$ cat src/logic/mpss_settings.svh
`ifndef MPSS_SETTINGS_SVH
`define MPSS_SETTINGS_SVH

// data ram size in 32-bit words, addresses wrap around it.
`define MPSS_RAM_WORDS 1024
// request queue depth per master.
`define MPSS_XBAR_DEPTH 4
// clocks of internal reset after external release.
`define MPSS_RST_CYCLES 4

`endif

$ cat src/logic/mpss_bus_pkg.sv
`default_nettype none

package mpss_bus_pkg;

	// widths of the shared req/ack bus.
	localparam int ADDR_W = 32;
	localparam int DATA_W = 32;
	localparam int BE_W   = DATA_W / 8;

	// byte address.
	typedef logic [ADDR_W-1:0] addr_t;

	// read and write data word.
	typedef logic [DATA_W-1:0] data_t;

	// one enable per byte lane.
	typedef logic [BE_W-1:0] be_t;

endpackage

`default_nettype wire

$ cat src/logic/mpss_map_pkg.sv
`default_nettype none

package mpss_map_pkg;

	// target slave, 0 is the data ram and 1 is gpio.
	typedef logic [0:0] slave_id_t;

	// issuing master on the crossbar.
	typedef logic [0:0] master_id_t;

	// address bit that splits ram and gpio windows.
	localparam int SLAVE_SEL_BIT = 12;

	// register offsets inside the gpio window.
	localparam logic [SLAVE_SEL_BIT-1:0] GPIO_OUT_OFS = 12'h000;
	localparam logic [SLAVE_SEL_BIT-1:0] GPIO_IN_OFS  = 12'h004;

	// per-slave round robin state, master granted last.
	typedef enum logic [0:0] {
		LAST_M0 = 1'b0,
		LAST_M1 = 1'b1
	} arb_state_t;

endpackage

`default_nettype wire

$ cat src/logic/gpio.sv
`timescale 1ns/1ps
`default_nettype none

module gpio (
	input  wire                        clk_i,
	input  wire                        arst_n_i,
	input  wire                        req_i,
	input  wire                        we_i,
	input  wire mpss_bus_pkg::addr_t   addr_i,
	input  wire mpss_bus_pkg::be_t     be_i,
	input  wire mpss_bus_pkg::data_t   wdata_i,
	input  wire mpss_bus_pkg::data_t   gpio_i,
	output logic                       ack_o,
	output logic                       resp_o,
	output mpss_bus_pkg::data_t        rdata_o,
	output mpss_bus_pkg::data_t        gpio_o
);

	mpss_bus_pkg::data_t out_reg;
	mpss_bus_pkg::data_t sync_q;
	mpss_bus_pkg::data_t in_reg;
	logic [mpss_map_pkg::SLAVE_SEL_BIT-1:0] ofs;

	assign ofs    = addr_i[mpss_map_pkg::SLAVE_SEL_BIT-1:0];
	assign ack_o  = req_i;
	assign gpio_o = out_reg;

	always_ff @(posedge clk_i or negedge arst_n_i) begin
		if (!arst_n_i) begin
			out_reg <= '0;
			sync_q  <= '0;
			in_reg  <= '0;
			resp_o  <= 1'b0;
		end else begin
			sync_q <= gpio_i; // first sync stage.
			in_reg <= sync_q;
			resp_o <= req_i && !we_i;
			if (req_i && we_i && ofs == mpss_map_pkg::GPIO_OUT_OFS) begin
				for (int b = 0; b < $bits(mpss_bus_pkg::be_t); b++) begin
					if (be_i[b])
						out_reg[8*b +: 8] <= wdata_i[8*b +: 8];
				end
			end
		end
	end

	always_ff @(posedge clk_i) begin
		if (req_i && !we_i) begin
			case (ofs)
				mpss_map_pkg::GPIO_OUT_OFS: rdata_o <= out_reg;
				mpss_map_pkg::GPIO_IN_OFS:  rdata_o <= in_reg;
				default:                    rdata_o <= '0; // unmapped.
			endcase
		end
	end

endmodule

`default_nettype wire

$ cat config.mk
export PLATFORM = sky130hd
export DESIGN_NAME = gpio
export DESIGN_NICKNAME = d
export VERILOG_FILES = /design/src/logic/mpss_settings.svh /design/src/logic/mpss_bus_pkg.sv /design/src/logic/mpss_map_pkg.sv /design/src/logic/gpio.sv
export SDC_FILE = /design/constraint.sdc
export NUM_CORES = 1
export LEC_CHECK = 0
export ABC_AREA = 1
export BUFFER_PORTS_ARGS = -buffer_cell sky130_fd_sc_hd__buf_2
export CORE_MARGIN = 4
export CORE_UTILIZATION = 48
export CTS_BUF_LIST = sky130_fd_sc_hd__clkbuf_4 sky130_fd_sc_hd__clkbuf_8 sky130_fd_sc_hd__clkbuf_16
export DETAILED_ROUTE_END_ITERATION = 7
export PLACE_DENSITY = 0.79
export SETUP_SLACK_MARGIN = 0.2
export SLEW_MARGIN = 20
export SYNTH_ARGS = -nofsm -noshare
export SYNTH_HDL_FRONTEND = slang
export SYNTH_SLANG_ARGS = --single-unit
export TNS_END_PERCENT = 10
$ cat constraint.sdc
create_clock -name clk_i -period 0.9 [get_ports clk_i]
set_input_delay 0.18 -clock clk_i [delete_from_list [all_inputs] [get_ports clk_i]]
set_output_delay 0.18 -clock clk_i [all_outputs]
set_load 0.05 [all_outputs]
After elaboration in Yosys (flattened, before gate mapping)
Cells that the tools add are included.
{ "classes": {"n_reduce_logical": 9, "eq_ne": 1, "mux": 1} }
{ "op_table": {"columns": ["cell", "n"], "rows": [
  ["$pmux 32 s2", 1],
  ["$eq 12x3->1 const B", 1],
  ["$logic_not 12->1", 1],
  ["$reduce_and 2->1", 4],
  ["$logic_and 1x1->1", 3],
  ["$logic_not 1->1", 1]
]} }
{ "word_totals": {"regBits": 129, "inputBits": 104, "output_inout_bits": 66, "word_cells": 19} }

Logic depth before layout (Yosys ltp)
{ "depth": {"depth_word": 3, "ltp_mapped": 7, "depth_no_buf": 7} }

Worst setup path before layout
No wires, ideal clock.
{ "synth_path": {"path_kind": "input-to-reg", "from": "in req_i", "to": "reg rdata_o[0] (enable)", "slack_ns": -1.117, "arrival_ns": 1.594, "path_stages": 2, "setup_ns": 0.423, "n_path_buf": 0, "path_cell_list": "inv_1 nor2_1"} }
{ "synth_via": {"elab_chain_len": 1} }
{ "synth_rtl": {"columns": ["element", "line", "rtl"], "rows": [
  ["start, declared", "gpio.sv:7", "input wire req_i,"],
  ["$logic_and 1x1->1", "gpio.sv:48", "if (req_i && !we_i) begin"],
  ["end signal, assigned", "gpio.sv:50", "mpss_map_pkg::GPIO_OUT_OFS: rdata_o <= out_reg;"],
  ["end signal, assigned", "gpio.sv:51", "mpss_map_pkg::GPIO_IN_OFS: rdata_o <= in_reg;"],
  ["end, declared", "gpio.sv:15", "output mpss_bus_pkg::data_t rdata_o,"]
]} }
No other way between the ends.
A chain may end at the register's enable or synchronous reset.

Worst setup path after layout
{ "layout_path": {"from": "reg out_reg[13], in the netlist gpio_o[13]", "to": "out gpio_o[13]"} }
{ "layout_lines": {"columns": ["element", "line", "rtl"], "rows": [
  ["start, declared", "gpio.sv:19", "mpss_bus_pkg::data_t out_reg;"],
  ["start signal, assigned by index", "gpio.sv:41", "out_reg[8*b +: 8] <= wdata_i[8*b +: 8];"],
  ["end, declared", "gpio.sv:16", "output mpss_bus_pkg::data_t gpio_o"]
]} }
No word-level cell between the ends.

==> reports/results.tsv <==
metric	value	unit
tns	-22960	ps
skew	10.7	ps
maxCapViolCount	0	
cts.reportedPaths.clkPinSlew	70	ps
yosysSeqAreaShare	75.2	%
syn_area_per_cell	12.3	µm²
synth_area_leaders	dfrtp_1 54%, edfxtp_1 21%, nand2_1 11%	
postRouteAntennaNets	0	
async_reset_ff_share	75.2	%
crit_type	reg -> out	
synth_top_cell_area_share	53.9	%
vias_per_cell	5.07	
wirelength	13.2	mm
period_needed	1280	ps
synth_common_cells	130 x nand2_1, 97 x dfrtp_1, 64 x nand3_1	
grt_pass1_vias	4197	
setup_slack	-380	ps
leakagePower	3.63	nW
die_h	105	µm
syn_inst	365	
setup_viol	75	
clk_path_buf_depth	2	
core_area	9200	µm²
synthToLayoutAreaGrowth	64.6	%
cts_root_buffer	clkbuf_8	
grt_max_degree	39	
syn_area	4500	µm²
final_core_util	80.6	%
cpLargestDelayFamily	flip-flops	
dr.first_iter.drc_count	193	
path_buf_inv	1	
rsz0062_at_grt	true	
ios	170	
dieArea	11000	µm²
hold_path_class	in -> reg	
gp_congestion	0.777	
synth_nets	469	
end_kind	output port	
synth_edf_count	32	
cts_tree	done	
antenna_found_initial	1	
status	finished, violations left	
min_period_over_period	142	%
ys_ff_latch	129	
power	13.9	mW
vias	3782	
cp_max_fo	3	
synth_most_common_cell	nand2_1	
drive_gt1_share	38.5	%
yosysWarningCount	0	
worstPathCellList	buf_6	
slew_violations	0	
required	720	ps
clkLatencyLatePin	510	ps
cts_htree_levels	4	
num-nets-final	725	
tightest_slew	280	ps
vdd_drop_max	0.00141	V
cp.arrival	1100	ps
start_kind	flop	
grt.total_usage	25.2	%
whs	76.7	ps
port_buffers	149	
row_count	35	
yosys.area.top_type	dfrtp_1	
slew_headroom	81.3	%
grt_overflow	0	
start_util	49.0	%
wl_per_cell	17.7	µm
pwr_density_cell	1880	nW/µm²
crit_slowest_cell	dfrtp_1	
clock-sinks	129	
hold_viol_final	0	
synth.distinct_cells	18	
dp_hpwl	7.36	mm
die_w	105	µm
cts_buffers	17	
violations	setup timing	
ys.flop_type	dfrtp_1	
fmax	0.781	GHz
drc	0	
grt_pass1_wl	21.1	mm
firstDrtPassIters	4	
critPathMaxStageDelay	420	ps
-- through the flow --
step / area [µm²] / setup WS (ps) / std cells
CTS: 7270 / -398 / 736
global placement: 5490 / -384 / 626
finish: 7410 / -380 / 746
global route: 7410 / -424 / 746
detailed placement: 5490 / -473 / 626
floorplan: 4520 / -194 / 365
-- cell families after synthesis --
logic type | share of synthesized area (%)
buffers and inverters | 3.33
AND/OR/NAND/NOR | 21.4
flip-flops | 75.2
-- what timing repair did --
| action | 4_1_cts | 5_1_grt |
|---|---|---|
| resized for setup | 144 | 18 |
| hold endpoints to repair | 161 | 0 |
| buffers inserted | 13 | 9 |
| pin swaps | 88 | 62 |
| hold buffers | 65 | 0 |
| endpoints found under the setup margin | 130 | 129 |
-- layer usage --
metal / vias to the layer above / GRT usage [%] / wire length [µm]
met2: 177 / 44.2 / 7200
met5: - / 0 / 0
li1: 1714 / - / -
met1: 1847 / 28.4 / 4770
met4: 0 / 12.3 / 585
met3: 44 / 6.61 / 668
-- report_power, final --
group          leakage, nW  internal (mW)  switching (mW)
combinational         1.88          0.527           0.585
sequential            1.49           6.21          0.0803
clock                0.267           3.96            2.57
total                 3.63           10.7            3.24
-- layout make-up --
class	count	area, µm²
fillers	459	1780
clock buffers	17	414
well taps	111	139
flip-flops and latches	129	3390
multi-input cells	214	1050
clock inverters	15	155
inverters	6	35.0
diodes	1	2.50
repair buffers	253	2220
-- placed cells by master (no fill, tap or decap), drive strengths merged --
| cell | synthesis | layout |
|---|---|---|
| and2 | 1 | 1 |
| and3b | 1 | 1 |
| buf | 15 | 188 |
| bufinv | 0 | 2 |
| clkbuf | 1 | 17 |
| clkinv | 0 | 4 |
| clkinvlp | 0 | 4 |
| dfrtp | 97 | 97 |
| diode | 0 | 1 |
| dlygate4sd3 | 0 | 65 |
| edfxtp | 32 | 32 |
| inv | 6 | 11 |
| nand2 | 131 | 131 |
| nand3 | 65 | 65 |
| nand4 | 4 | 4 |
| nor2 | 12 | 12 |
-- worst paths after layout --
path / end / depth (start not counted) / slack, ps / startpoint
setup / recovery: gpio_o[13] / 1 / -380 / gpio_o[13]$_DFFE_PN0P_
hold / removal: gpio_o[5]$_DFFE_PN0P_ / 5 / 80 / be_i[0]
setup reg to reg: rdata_o[20]$_DFFE_PP_ / 3 / -50 / gpio_o[20]$_DFFE_PN0P_
hold reg to reg: in_reg[12]$_DFF_PN0_ / 0 / 340 / sync_q[12]$_DFF_PN0_
max in group asynchronous: in_reg[28]$_DFF_PN0_ / 3 / 340 / arst_n_i
min in group asynchronous: gpio_o[27]$_DFFE_PN0P_ / 2 / 90 / arst_n_i
Note: power is estimated with default switching activity, not from simulation.
