### config.mk
export PLATFORM = sky130hd
export DESIGN_NAME = xbar_buffered
export DESIGN_NICKNAME = d
export VERILOG_FILES = /design/src/logic/mpss_bus_pkg.sv /design/src/logic/mpss_map_pkg.sv /design/src/logic/xbar_buffered.sv
export VERILOG_INCLUDE_DIRS = /design/src /design/src/logic
export SDC_FILE = /design/constraint.sdc
export NUM_CORES = 1
export LEC_CHECK = 0
export ABC_AREA = 1
export BUFFER_PORTS_ARGS = -buffer_cell sky130_fd_sc_hd__buf_2
export CORE_ASPECT_RATIO = 0.6
export CORE_MARGIN = 4
export CORE_UTILIZATION = 32
export DETAILED_ROUTE_END_ITERATION = 10
export PLACE_DENSITY = 0.58
export SLEW_MARGIN = 15
export SYNTH_ARGS = -nofsm -noshare
export SYNTH_HDL_FRONTEND = slang
export SYNTH_SLANG_ARGS = --single-unit
### constraint.sdc
create_clock -name clk_i -period 3.9 [get_ports clk_i]
set_clock_uncertainty 0.05 [all_clocks]
set_input_delay 0.78 -clock clk_i [delete_from_list [all_inputs] [get_ports clk_i]]
set_output_delay 0.78 -clock clk_i [all_outputs]
set_load 0.005 [all_outputs]
### src/logic/mpss_settings.svh
`ifndef MPSS_SETTINGS_SVH
`define MPSS_SETTINGS_SVH

// data ram size in 32-bit words, addresses wrap around it.
`define MPSS_RAM_WORDS 1024
// request queue depth per master.
`define MPSS_XBAR_DEPTH 4
// clocks of internal reset after external release.
`define MPSS_RST_CYCLES 4

`endif

### src/logic/mpss_bus_pkg.sv
`default_nettype none

package mpss_bus_pkg;

	// widths of the shared req/ack bus.
	localparam int ADDR_W = 32;
	localparam int DATA_W = 32;
	localparam int BE_W   = DATA_W / 8;

	// byte address.
	typedef logic [ADDR_W-1:0] addr_t;

	// read and write data word.
	typedef logic [DATA_W-1:0] data_t;

	// one enable per byte lane.
	typedef logic [BE_W-1:0] be_t;

endpackage

`default_nettype wire

### src/logic/mpss_map_pkg.sv
`default_nettype none

package mpss_map_pkg;

	// target slave, 0 is the data ram and 1 is gpio.
	typedef logic [0:0] slave_id_t;

	// issuing master on the crossbar.
	typedef logic [0:0] master_id_t;

	// address bit that splits ram and gpio windows.
	localparam int SLAVE_SEL_BIT = 12;

	// register offsets inside the gpio window.
	localparam logic [SLAVE_SEL_BIT-1:0] GPIO_OUT_OFS = 12'h000;
	localparam logic [SLAVE_SEL_BIT-1:0] GPIO_IN_OFS  = 12'h004;

	// per-slave round robin state, master granted last.
	typedef enum logic [0:0] {
		LAST_M0 = 1'b0,
		LAST_M1 = 1'b1
	} arb_state_t;

endpackage

`default_nettype wire

### src/logic/xbar_buffered.sv
`timescale 1ns/1ps
`default_nettype none

`include "mpss_settings.svh"

module xbar_buffered #(
	parameter int DEPTH = `MPSS_XBAR_DEPTH
) (
	input  wire                        clk_i,
	input  wire                        arst_n_i,

	input  wire                        m0_req_i,
	input  wire                        m0_we_i,
	input  wire mpss_bus_pkg::addr_t   m0_addr_i,
	input  wire mpss_bus_pkg::be_t     m0_be_i,
	input  wire mpss_bus_pkg::data_t   m0_wdata_i,
	output logic                       m0_ack_o,
	output logic                       m0_resp_o,
	output mpss_bus_pkg::data_t        m0_rdata_o,

	input  wire                        m1_req_i,
	input  wire                        m1_we_i,
	input  wire mpss_bus_pkg::addr_t   m1_addr_i,
	input  wire mpss_bus_pkg::be_t     m1_be_i,
	input  wire mpss_bus_pkg::data_t   m1_wdata_i,
	output logic                       m1_ack_o,
	output logic                       m1_resp_o,
	output mpss_bus_pkg::data_t        m1_rdata_o,

	output logic                       s0_req_o,
	output logic                       s0_we_o,
	output mpss_bus_pkg::addr_t        s0_addr_o,
	output mpss_bus_pkg::be_t          s0_be_o,
	output mpss_bus_pkg::data_t        s0_wdata_o,
	input  wire                        s0_ack_i,
	input  wire                        s0_resp_i,
	input  wire mpss_bus_pkg::data_t   s0_rdata_i,

	output logic                       s1_req_o,
	output logic                       s1_we_o,
	output mpss_bus_pkg::addr_t        s1_addr_o,
	output mpss_bus_pkg::be_t          s1_be_o,
	output mpss_bus_pkg::data_t        s1_wdata_o,
	input  wire                        s1_ack_i,
	input  wire                        s1_resp_i,
	input  wire mpss_bus_pkg::data_t   s1_rdata_i
);

	localparam int PTR_W = (DEPTH > 1) ? $clog2(DEPTH) : 1;
	localparam int CNT_W = $clog2(DEPTH + 1);
	localparam logic [PTR_W-1:0] LAST_PTR = PTR_W'(DEPTH - 1);

	function automatic logic [PTR_W-1:0] ptr_next(input logic [PTR_W-1:0] ptr);
		return (ptr == LAST_PTR) ? '0 : ptr + 1'b1;
	endfunction

	// master side, indexed by master.
	logic                m_req   [2];
	logic                m_we    [2];
	mpss_bus_pkg::addr_t m_addr  [2];
	mpss_bus_pkg::be_t   m_be    [2];
	mpss_bus_pkg::data_t m_wdata [2];
	logic                m_resp  [2];
	mpss_bus_pkg::data_t m_rdata [2];

	// request queues.
	logic                q_we    [2][DEPTH];
	mpss_bus_pkg::addr_t q_addr  [2][DEPTH];
	mpss_bus_pkg::be_t   q_be    [2][DEPTH];
	mpss_bus_pkg::data_t q_wdata [2][DEPTH];
	logic [PTR_W-1:0]    wr_ptr  [2];
	logic [PTR_W-1:0]    rd_ptr  [2];
	logic [CNT_W-1:0]    cnt     [2];
	logic                full    [2];
	logic                push    [2];
	logic                pop     [2];
	mpss_map_pkg::slave_id_t head_tgt [2];

	// slave side, indexed by slave.
	logic                s_req   [2];
	logic                s_we    [2];
	mpss_bus_pkg::addr_t s_addr  [2];
	mpss_bus_pkg::be_t   s_be    [2];
	mpss_bus_pkg::data_t s_wdata [2];
	logic                s_ack   [2];
	logic                s_resp  [2];
	mpss_bus_pkg::data_t s_rdata [2];
	logic                want    [2][2]; // [slave][master].
	mpss_map_pkg::master_id_t grant [2];
	mpss_map_pkg::arb_state_t last  [2];

	// read owners in issue order, per slave.
	mpss_map_pkg::master_id_t ord_q [2][DEPTH];
	logic [PTR_W-1:0]    ord_wr  [2];
	logic [PTR_W-1:0]    ord_rd  [2];

	assign m_req[0]   = m0_req_i;
	assign m_we[0]    = m0_we_i;
	assign m_addr[0]  = m0_addr_i;
	assign m_be[0]    = m0_be_i;
	assign m_wdata[0] = m0_wdata_i;
	assign m_req[1]   = m1_req_i;
	assign m_we[1]    = m1_we_i;
	assign m_addr[1]  = m1_addr_i;
	assign m_be[1]    = m1_be_i;
	assign m_wdata[1] = m1_wdata_i;

	assign m0_ack_o   = push[0];
	assign m0_resp_o  = m_resp[0];
	assign m0_rdata_o = m_rdata[0];
	assign m1_ack_o   = push[1];
	assign m1_resp_o  = m_resp[1];
	assign m1_rdata_o = m_rdata[1];

	assign s0_req_o   = s_req[0];
	assign s0_we_o    = s_we[0];
	assign s0_addr_o  = s_addr[0];
	assign s0_be_o    = s_be[0];
	assign s0_wdata_o = s_wdata[0];
	assign s1_req_o   = s_req[1];
	assign s1_we_o    = s_we[1];
	assign s1_addr_o  = s_addr[1];
	assign s1_be_o    = s_be[1];
	assign s1_wdata_o = s_wdata[1];

	assign s_ack[0]   = s0_ack_i;
	assign s_resp[0]  = s0_resp_i;
	assign s_rdata[0] = s0_rdata_i;
	assign s_ack[1]   = s1_ack_i;
	assign s_resp[1]  = s1_resp_i;
	assign s_rdata[1] = s1_rdata_i;

	always_comb begin
		for (int m = 0; m < 2; m++) begin
			full[m]     = (cnt[m] == CNT_W'(DEPTH));
			push[m]     = m_req[m] && !full[m]; // accepted the cycle it is seen.
			head_tgt[m] = q_addr[m][rd_ptr[m]][mpss_map_pkg::SLAVE_SEL_BIT];
		end
	end

	always_comb begin
		for (int s = 0; s < 2; s++) begin
			for (int m = 0; m < 2; m++)
				want[s][m] = (cnt[m] != '0) && (head_tgt[m] == mpss_map_pkg::slave_id_t'(s));
			s_req[s] = want[s][0] || want[s][1];
			if (want[s][0] && want[s][1])
				grant[s] = (last[s] == mpss_map_pkg::LAST_M0) ? 1'b1 : 1'b0; // turn of the other.
			else
				grant[s] = want[s][1] ? 1'b1 : 1'b0;
			s_we[s]    = q_we[grant[s]][rd_ptr[grant[s]]];
			s_addr[s]  = q_addr[grant[s]][rd_ptr[grant[s]]];
			s_be[s]    = q_be[grant[s]][rd_ptr[grant[s]]];
			s_wdata[s] = q_wdata[grant[s]][rd_ptr[grant[s]]];
		end
	end

	always_comb begin
		for (int m = 0; m < 2; m++) begin
			pop[m] = 1'b0;
			for (int s = 0; s < 2; s++) begin
				if (s_req[s] && s_ack[s] && grant[s] == mpss_map_pkg::master_id_t'(m))
					pop[m] = 1'b1;
			end
		end
	end

	// resp goes to the oldest read owner of that slave.
	always_comb begin
		for (int m = 0; m < 2; m++) begin
			m_resp[m]  = 1'b0;
			m_rdata[m] = '0;
			for (int s = 0; s < 2; s++) begin
				if (s_resp[s] && ord_q[s][ord_rd[s]] == mpss_map_pkg::master_id_t'(m)) begin
					m_resp[m]  = 1'b1;
					m_rdata[m] = s_rdata[s];
				end
			end
		end
	end

	always_ff @(posedge clk_i) begin
		for (int m = 0; m < 2; m++) begin
			if (push[m]) begin
				q_we[m][wr_ptr[m]]    <= m_we[m];
				q_addr[m][wr_ptr[m]]  <= m_addr[m];
				q_be[m][wr_ptr[m]]    <= m_be[m];
				q_wdata[m][wr_ptr[m]] <= m_wdata[m];
			end
		end
		for (int s = 0; s < 2; s++) begin
			if (s_req[s] && s_ack[s] && !s_we[s])
				ord_q[s][ord_wr[s]] <= grant[s];
		end
	end

	always_ff @(posedge clk_i or negedge arst_n_i) begin
		if (!arst_n_i) begin
			for (int m = 0; m < 2; m++) begin
				wr_ptr[m] <= '0;
				rd_ptr[m] <= '0;
				cnt[m]    <= '0;
			end
			for (int s = 0; s < 2; s++) begin
				last[s]   <= mpss_map_pkg::LAST_M1; // m0 wins the first tie.
				ord_wr[s] <= '0;
				ord_rd[s] <= '0;
			end
		end else begin
			for (int m = 0; m < 2; m++) begin
				if (push[m])
					wr_ptr[m] <= ptr_next(wr_ptr[m]);
				if (pop[m])
					rd_ptr[m] <= ptr_next(rd_ptr[m]);
				if (push[m] && !pop[m])
					cnt[m] <= cnt[m] + 1'b1;
				else if (pop[m] && !push[m])
					cnt[m] <= cnt[m] - 1'b1;
			end
			for (int s = 0; s < 2; s++) begin
				if (s_req[s] && s_ack[s]) begin
					last[s] <= (grant[s] == 1'b1) ? mpss_map_pkg::LAST_M1 : mpss_map_pkg::LAST_M0;
					if (!s_we[s])
						ord_wr[s] <= ptr_next(ord_wr[s]);
				end
				if (s_resp[s])
					ord_rd[s] <= ptr_next(ord_rd[s]);
			end
		end
	end

endmodule

`default_nettype wire

# --- Yosys cells after proc, flatten, opt, wreduce, memory -nomap -nowiden ---
# Memory sizes are Yosys's and may differ from the RTL's.
# Cells that the tools add are included.
word_totals:
  register_bits: 24
  output_inout_bits: 208
  mem_bits_rw: 560
  memories: 5
memory_table:
  columns: ["memory", "depth", "word_bits", "rd", "rd_clocked_by_memory_dff", "wr", "line_no", "text"]
  rows:
  - ["q_addr", 2, 128, 4, 0, 2, "xbar_buffered.sv:68", "mpss_bus_pkg::addr_t q_addr [2][DEPTH];"]
  - ["q_wdata", 2, 128, 2, 0, 2, "xbar_buffered.sv:70", "mpss_bus_pkg::data_t q_wdata [2][DEPTH];"]
  - ["q_be", 2, 16, 2, 0, 2, "xbar_buffered.sv:69", "mpss_bus_pkg::be_t q_be [2][DEPTH];"]
  - ["ord_q", 2, 4, 2, 0, 2, "xbar_buffered.sv:93", "mpss_map_pkg::master_id_t ord_q [2][DEPTH];"]
  - ["q_we", 2, 4, 2, 0, 2, "xbar_buffered.sv:67", "logic q_we [2][DEPTH];"]
classes:
  n_mux: 102
  reduce_logical: 44
  magnitude_cmp: 16
  bitwise_logic: 20
  n_eq_ne: 10
  addsub: 12
op_table:
  columns: ["cell", "count"]
  rows:
  - ["32-bit 2-to-1 mux", 14]
  - ["32-bit binary-select mux with 2-bit select", 6]
  - ["128-bit 2-to-1 mux", 2]
  - ["32-bit demux with 2-bit select", 2]
  - ["13-bit 2-to-1 mux", 4]
  - ["4-bit 2-to-1 mux", 10]
  - ["1-bit 2-to-1 mux", 32]
  - ["16-bit 2-to-1 mux", 2]
  - ["3-bit greater-or-equal comparator (second input constant)", 10]
  - ["2-bit NOT with 3-bit output", 10]
  - ["1-bit logical AND", 28]
  - ["2-bit 2-to-1 mux", 14]
  - ["2-bit by 1-bit adder with 2-bit output (second input constant)", 8]
  - ["4-bit binary-select mux with 2-bit select", 2]
  - ["4-bit demux with 2-bit select", 2]
  - ["2-bit equality test (second input constant)", 8]
  - ["3-bit by 1-bit < comparator with 1-bit output (second input constant)", 4]
  - ["3-bit 2-to-1 mux", 4]
  - ["1-bit binary-select mux with 2-bit select", 4]
  - ["1-bit demux with 2-bit select", 4]
  - ["1-bit logical NOT", 8]
  - ["1-bit NOT", 8]
  - ["3-bit by 1-bit adder with 3-bit output (second input constant)", 2]
  - ["3-bit equality test (second input constant)", 2]
  - ["other kinds (7)", 14]

# --- Longest topological paths before layout ---
# Gate-level depths: netlist of the first run.
depth:
  depth_word: 20
  mapped_depth: 18
  mapped_depth_nobuf: 17

# --- Worst setup path before layout of the first run ---
# OpenSTA, ideal clock, no wires.
synth_timing:
  kind: "input -> register"
  from: "in m1_req_i"
  to: "mem q_addr[1][0] (netlist bit) (enable)"
  t_arrival_ps: 3795
  setup_slack_ps: -442
  cell_stages: 2
  required_ps: 3353
  setup_time_ps: 497
  path_cell_list: "o31ai_1 -> nor2_1"
synth_lines:
  columns: ["element", "line_no", "text"]
  rows:
  - ["start: declaration", "xbar_buffered.sv:21", "input wire m1_req_i,"]
  - ["end: declaration", "xbar_buffered.sv:68", null]

# --- Worst setup path in the final report of the first run ---
layout_timing:
  from: "reg rd_ptr[0] (netlist bit)"
  to: "out s0_addr_o[17]"
layout_via:
  elab_chain_cells: 16
  elab_cells_between_ends: 18
  cone_classes: "11 x mux; 4 x bitwise; 2 x reduce/logical; 1 x memory"
layout_rtl:
  columns: ["element", "line_no", "text"]
  rows:
  - ["start: declaration", "xbar_buffered.sv:72", "logic [PTR_W-1:0] rd_ptr [2];"]
  - ["start signal: indexed assignment", "xbar_buffered.sv:213", "rd_ptr[m] <= ptr_next(rd_ptr[m]);"]
  - ["2-bit NOT with 3-bit output (not written as such)", "xbar_buffered.sv:137", "head_tgt[m] = q_addr[m][rd_ptr[m]][mpss_map_pkg::SLAVE_SEL_BIT];"]
  - ["32-bit binary-select mux with 2-bit select", "xbar_buffered.sv:137", null]
  - ["13-bit 2-to-1 mux (not written as such) (2 in series)", "xbar_buffered.sv:137", null]
  - ["1-bit NOT", "xbar_buffered.sv:144", "want[s][m] = (cnt[m] != '0) && (head_tgt[m] == mpss_map_pkg::slave_id_t'(s));"]
  - ["1-bit logical AND", "xbar_buffered.sv:144", null]
  - ["1-bit 2-to-1 mux or 1-bit logical AND (tied branches)", "xbar_buffered.sv:149, xbar_buffered.sv:146", null]
  - ["1-bit 2-to-1 mux", "xbar_buffered.sv:146", "if (want[s][0] && want[s][1])"]
  - ["1-bit NOT with 2-bit output (not written as such)", "xbar_buffered.sv:151", "s_addr[s] = q_addr[grant[s]][rd_ptr[grant[s]]];"]
  - ["2-bit 2-to-1 mux (not written as such) (3 in series)", "xbar_buffered.sv:151", null]
  - ["2-bit NOT with 3-bit output (not written as such)", "xbar_buffered.sv:151", null]
  - ["32-bit binary-select mux with 2-bit select (*)", "xbar_buffered.sv:151", null]
  - ["32-bit 2-to-1 mux (not written as such) (*) (2 in series)", "xbar_buffered.sv:151", null]
  - ["end: declaration", "xbar_buffered.sv:32", "output mpss_bus_pkg::addr_t s0_addr_o,"]
# Mark *: on every way between the ends. The rest lies on a longest branch, timed or not. The select of a mux whose other input is x is not followed.

==> results of run 1 <==
-- cells by family after synthesis --
kind of cell               count (synthesis)  share of synthesized area [%]
muxes                                      1                         0.0380
xor gates and xnor gates                   4                          0.118
DFF                                      584                           58.8
AOI/OAI and AO/OA                       1038                           20.4
and+or+nand+nor                          828                           11.0
buffers and inverters                    608                           8.53
adders and majority gates                 24                           1.06
-- metal layers --
layer  routed length [um]  vias to the layer above
met5                   42                        -
met4                 1760                        8
met3                10600                      130
met2                45900                     1357
met1                48700                    11800
li1                     -                    11600
-- cell usage in the layout (no fill, tap or decap), types with 5 or more instances in the layout --
| master | synthesis | layout |
|---|---|---|
| buf_2 | 93 | 417 |
| buf_16 | 0 | 23 |
| o22ai_1 | 198 | 181 |
| a211oi_2 | 48 | 54 |
| buf_4 | 9 | 72 |
| nand2_4 | 2 | 5 |
| clkinv_2 | 0 | 9 |
| o21ai_0 | 668 | 641 |
| clkbuf_1 | 103 | 10 |
| nand2_1 | 490 | 479 |
| nand2_2 | 3 | 8 |
| nand2_8 | 0 | 6 |
| nor2_4 | 1 | 9 |
| o21ai_1 | 25 | 51 |
| buf_6 | 12 | 14 |
| o22ai_2 | 0 | 17 |
| a211oi_1 | 86 | 80 |
| nand4_1 | 5 | 5 |
| ha_1 | 22 | 22 |
| diode_2 | 0 | 6 |
| clkbuf_16 | 0 | 78 |
| nand3_1 | 24 | 16 |
| buf_12 | 0 | 30 |
| nor2_1 | 295 | 287 |
| inv_1 | 381 | 378 |
| nand3_2 | 2 | 10 |
| edfxtp_1 | 560 | 560 |
| a21oi_1 | 5 | 5 |
| clkinv_1 | 0 | 21 |
| dfrtp_1 | 22 | 19 |
-- what timing repair did --
| action | 4_1_cts | 5_1_grt |
|---|---|---|
| gates resized for setup | 47 | 96 |
| buffers inserted | 22 | 27 |
| setup endpoints to repair | 136 | 134 |
| pin swaps | 12 | 33 |
| cloned | 8 | 23 |
-- how the worst max path moves through the flow --
stage / startpoint / end / slack, ps
after floorplan: m1_req_i / q_addr[1][0]$_DFFE_PP_ / -440
after global placement: rd_ptr[0]$_DFFE_PN0P_ / s0_addr_o[22] / 490
after detailed placement: rd_ptr[0]$_DFFE_PN0P_ / s0_addr_o[22] / 450
after CTS: rd_ptr[0]$_DFFE_PN0P_ / s1_addr_o[2] / -30
after global routing: rd_ptr[0]$_DFFE_PN0P_ / s1_be_o[0] / -40
final: rd_ptr[0]$_DFFE_PN0P_ / s0_addr_o[17] / 40
-- through the flow --
| step | cell area, um2 | worst slack (ps) | setup TNS (ps) | instances |
|---|---|---|---|---|
| global placement | 33300 | 489 | 0 | 4599 |
| detailed placement | 33300 | 445 | 0 | 4599 |
| finish | 36900 | 41.6 | 0 | 4791 |
| floorplan | 29600 | -442 | -243750 | 3087 |
| CTS | 35800 | -30.6 | -121 | 4736 |
| global route | 36900 | -40.0 | -346 | 4791 |
-- area by class of cell --
cell class	count	area (um2)	share of cell area, %
flip-flops and latches	584	17400	47.3
multi-input cells	1898	10100	27.3
repair buffers	578	4530	12.3
well taps	1232	1540	4.18
clock buffers	70	1540	4.18
inverters	386	1470	3.99
clock inverters	37	280	0.760
diodes	6	15.0	0.0407
-- flip-flops by register name, indices dropped and copies added, names as in the netlist --
name,flops
cnt,6
last,2
ord_q,8
ord_rd,4
ord_wr,4
q_addr,256
q_be,32
q_wdata,256
q_we,8
rd_ptr,4
wr_ptr,4
==> metrics.md, run 1 <==
| Metric | Value |
|---|---|
| Cell Area, Synth | `29,600 um2` |
| GR Util met3 | `3.69%` |
| Grt ovf | `0` |
| Slew margin rel. | `43.9%` |
| M2 GR Usage | `28.6%` |
| R2r endpoint | `cnt[5]$_DFFE_PN0P_` |
| DR pass1 iterations | `6` |
| Total GRT Usage | `19.4%` |
| Top cell type's share of synthesized area | `56.8%` |
| Worst-margin pin slew | `842 ps` |
| Worst skew pair latency | `610 ps` |
| Worst-path fanout max | `18` |
| Setup-failing EPs final | `0` |
| Tmin final | `3860 ps` |
| I/O Buffers | `417` |
| Yosys cell types | `43` |
| Die Wd | `401 um` |
| CP max stage cell | `dfrtp_2` |
| Hold WC Path Type | `in -> async` |
| Initial antenna violation count | `16` |
| Vias | `24,900` |
| Area leader, netlist | `edfxtp_1` |
| Hold slack | `153 ps` |
| Synth area leaders | `edfxtp_1 (57%), o21ai_0 (11%), nand2_1 (6.2%)` |
| Max-Cap Viols | `0` |
| Mapped Nets | `3,321` |
| CP max stage delay | `450 ps` |
| Final WL | `107 mm` |
| CP startpoint kind | `flop` |
| Top Family by Delay on Critical Path | `compound AO/OA/AOI/OAI gates` |
| Root Driver | `clkbuf_16` |
| CP arrival | `3030 ps` |
| Ys flop type | `edfxtp_1` |
| Largest net degree at the start of global routing | `117` |
| Post-detail-place hpwl | `59.6 mm` |
| CTS tree | `yes` |
| Yosys reg bits | `584` |
| Row cnt | `86` |
| Die outline area | `97,600 um2` |
| FF-to-FF Start | `cnt[1]$_DFFE_PN0P_` |
| Crit. End Element | `output pin` |
| Fill count | `8,853` |
| Dominant cell by count in the synthesized netlist | `o21ai_0` |
| DR WL/cell | `22.3 um` |
| Synth Warn # | `0` |
| Number of flops mapped to enable cells by yosys | `560` |
| Cell count of the worst reg-to-reg path | `15` |
| Async SR Flop Fraction | `4.11%` |
| Nets | `3,741` |
| Fmax | `259 MHz` |
| Clock Sinks | `584` |
| I/O Pins | `418` |
| DR vias/cell | `5.20` |
| Synth top cells by count | `o21ai_0 (668), edfxtp_1 (560), nand2_1 (490), inv_1 (381), nor2_1 (295)` |
| Routability congestion estimate | `0.831` |
| GR peak layer | `met1` |
| Fin crit share | `98.9%` |
| Cts hold-fix bufs | `0` |
| H-tree Lvls | `2` |
| Die Y | `244 um` |
| Remaining DRCs | `0` |
| Share of cells above drive strength 1 | `22.1%` |
| Worst-case clock buffer depth | `3` |
| Critical Path RT | `3070 ps` |
| Crit path kind | `reg -> out` |
| Final Max Slew Viols | `0` |
| Clk slew on worst S/H paths | `60 ps` |
| Cell count after synthesis | `3,087` |
| Final core occ | `40.2%` |
| CP Buf/Inv Count | `4` |
| Placeable Area | `91,800 um2` |
| Syn_area_per_cell | `9.59 um2` |
| Post-synthesis sequential area ratio | `58.8%` |
| WP depth | `13` |
| Met1 global-route usage | `29.5%` |
| RSZ-0062 raised after global routing | `yes` |
| Vias in the first global route | `21,900` |
| Worst-path cell chain | `inv_4, nand2_4, nand2_1, nand2_1, nand2_2, nor2_8, nand2_4, o21ai_4, buf_4, buf_12, o21ai_0, o22ai_1, buf_2` |
| Antenna viol nets, final | `0` |
| Initial Util | `32.3%` |
| First-pass GRT wire length | `145 mm` |
| Register-to-register setup slack | `740 ps` |
| Final hold viol count | `0` |
| Cts bufs inserted | `59` |
| Syn-to-layout area delta | `24.5%` |
| Status | `complete, no violations` |
| 1st-iter DRT viols | `3,125` |
Power of run 1 is not shown: default switching activity piles up to over one toggle a cycle in this logic, so the estimate is an artifact.
==> run 2: changes to the inputs <==
--- a/config.mk
+++ b/config.mk
@@ -7,12 +7,12 @@
 export NUM_CORES = 1
 export LEC_CHECK = 0
 export ABC_AREA = 1
-export BUFFER_PORTS_ARGS = -buffer_cell sky130_fd_sc_hd__buf_2
 export CORE_ASPECT_RATIO = 0.6
 export CORE_MARGIN = 4
 export CORE_UTILIZATION = 32
 export DETAILED_ROUTE_END_ITERATION = 10
-export PLACE_DENSITY = 0.58
+export DONT_BUFFER_PORTS = 1
+export PLACE_DENSITY = 0.53
 export SLEW_MARGIN = 15
 export SYNTH_ARGS = -nofsm -noshare
 export SYNTH_HDL_FRONTEND = slang
==> constraint.sdc (replaced) <==
create_clock -name clk_i -period 4.4 [get_ports clk_i]
set_clock_uncertainty 0.05 [all_clocks]
set_input_delay 0.88 -clock clk_i [delete_from_list [all_inputs] [get_ports clk_i]]
set_output_delay 0.88 -clock clk_i [all_outputs]
set_load 0.005 [all_outputs]
==> metrics.md, run 2 (synthesized netlist as in run 1, its figures left out) <==
| Metric | Value |
|---|---|
| Post-detail-place hpwl | `58.6 mm (-1.6%)` |
| Total GRT Usage | `19.0% (-0.48 points)` |
| Crit path kind | `reg -> out` |
| CP arrival | `3310 ps (+280 ps)` |
| Vias | `22,600 (-9.2%)` |
| Placed inst area | `31,000 um2 (-7.0%)` |
| Status | `complete, no violations` |
| Row cnt | `86 (unchanged)` |
| CTS tree | `yes` |
| Crit. End Element | `output pin` |
| Final Max Slew Viols | `0 (unchanged)` |
| Routability congestion estimate | `0.815 (-1.9%)` |
| Critical Path RT | `3470 ps (+400 ps)` |
| Placeable Area | `91,800 um2 (unchanged)` |
| RSZ-0062 raised after global routing | `yes` |
| Die Y | `244 um (unchanged)` |
| DR vias/cell | `5.27 (+1.4%)` |
| Multi-input logic area | `9940 um2 (-1.2%)` |
| Cts bufs inserted | `58 (-1.7%)` |
| Sequential cell area | `17,400 um2 (about the same)` |
| Worst skew pair latency | `610 ps (about the same)` |
| GR Util met3 | `4.99% (+1.3 points)` |
| Most frequent cells in the layout | `o21ai_0 (668), edfxtp_1 (560), nand2_1 (485), inv_1 (380), nor2_1 (287)` |
| Post-route cell area | `33,300 um2 (-9.7%)` |
| Final WL | `99.4 mm (-7.1%)` |
| Max-Cap Viols | `0 (unchanged)` |
| Die Wd | `401 um (unchanged)` |
| DR WL/cell | `23.2 um (+3.8%)` |
| Slew margin rel. | `27.1% (-17 points)` |
| Root Driver | `clkbuf_16` |
| Commonest non-fill, non-tap cell in the layout | `o21ai_0` |
| Setup-failing EPs final | `0 (unchanged)` |
| CP startpoint kind | `flop` |
| GR peak layer | `met2` |
| Syn-to-layout area delta | `12.4%` |
| Clock Sinks | `584 (unchanged)` |
| Fin crit share | `96.4%` |
| Initial antenna violation count | `1 (-15)` |
| Met1 global-route usage | `27.8% (-1.7 points)` |
| Nets | `3,240 (-13%)` |
| Share of cells above drive strength 1 | `8.61% (-13 points)` |
| Fill count | `9,107 (+2.9%)` |
| Final hold viol count | `0 (unchanged)` |
| First-pass GRT wire length | `140 mm (-3.3%)` |
| Grt ovf | `0 (unchanged)` |
| Setup_tns | `0 ps (unchanged)` |
| I/O Buffers | `0 (-100%)` |
| Worst-case clock buffer depth | `3 (unchanged)` |
| Die outline area | `97,600 um2 (unchanged)` |
| Worst-margin pin slew | `1090 ps (+252 ps)` |
| Fmax | `236 MHz` |
| Clk slew on worst S/H paths | `60 ps (about the same)` |
| M2 GR Usage | `28.1% (-0.50 points)` |
| Initial Util | `32.3% (unchanged)` |
| H-tree Lvls | `2 (unchanged)` |
| Worst-path fanout max | `22 (+4)` |
| I/O Pins | `418 (unchanged)` |
| Remaining DRCs | `0 (unchanged)` |
| Tmin final | `4240 ps` |
| Largest net degree at the start of global routing | `193 (+65%)` |
| Hold WC Path Type | `in -> reg` |
| DR pass1 iterations | `6 (unchanged)` |
| Antenna viol nets, final | `0 (unchanged)` |
| 1st-iter DRT viols | `2,401 (-23%)` |
| Vias in the first global route | `20,100 (-7.9%)` |
run 2: final cells by class:
cell class	count	area share [%]
inverter	386	4.37
clock buffer	80	4.76
antenna	2	0.0150
timing repair buffer	78	3.28
tap	1232	4.63
multi-input combinational	1898	29.9
sequential	584	52.3
clock inverter	29	0.729
run 2: routing by layer:
metal / wire, um / share of wire [%] / vias to the layer above
met5: 0 / 0 / -
met4: 1770 / 1.8 / 0
met3: 9200 / 9.3 / 115
met2: 43200 / 43 / 946
met1: 45300 / 46 / 11000
li1: - / - / 10600
run 2: timing repair:
item,CTS,global route
pin swaps,0,3
hold endpoints to repair,22,0
hold buffers,2,0
cloned,0,6
gates resized for setup,2,33
buffers inserted,0,9
endpoints found under the setup margin,20,118
run 2: critical path, cell delays in order, from the launching register on:
cell and delay (ps):
dfrtp_1 460, inv_2 140, nand2_1 80, nand3_1 190, nand2_2 120, nand3_4 160
nand2_8 120, nand2_2 120, o21ai_4 80, clkinv_2 170, buf_4 410, o21ai_0 180
o22ai_1 420
run 2: worst paths after layout:
kind                                             from               endpoint  slack, ps  depth (start not counted)
worst max-delay path            rd_ptr[2]$_DFFE_PN0P_         s0_wdata_o[26]        160                         12
worst min-delay path                       m1_be_i[1]   q_be[1][9]$_DFFE_PP_        300                          0
worst max register to register  rd_ptr[2]$_DFFE_PN0P_     cnt[2]$_DFFE_PN0P_        850                         17
worst min register to register    last[0]$_DFFE_PN1P_    last[0]$_DFFE_PN1P_        450                          2
max in group asynchronous                    arst_n_i  ord_rd[1]$_DFFE_PN0P_       3310                          2
min in group asynchronous                    arst_n_i    last[1]$_DFFE_PN1P_        810                          1
run 2: stage by stage:
stage | hold WS (ps) | std cells | utilization (%) | setup slack, ps
final | 296 | 4289 | 36.3 | 160
after CTS | 236 | 4272 | 35.8 | 13.3
after global placement | 417 | 4161 | 33.8 | 618
after detailed placement | 425 | 4161 | 33.8 | 544
after global routing | 243 | 4287 | 36.2 | -52.3
after floorplan | 399 | 3087 | - | -42.0
Power of run 2 is left out for the same reason.
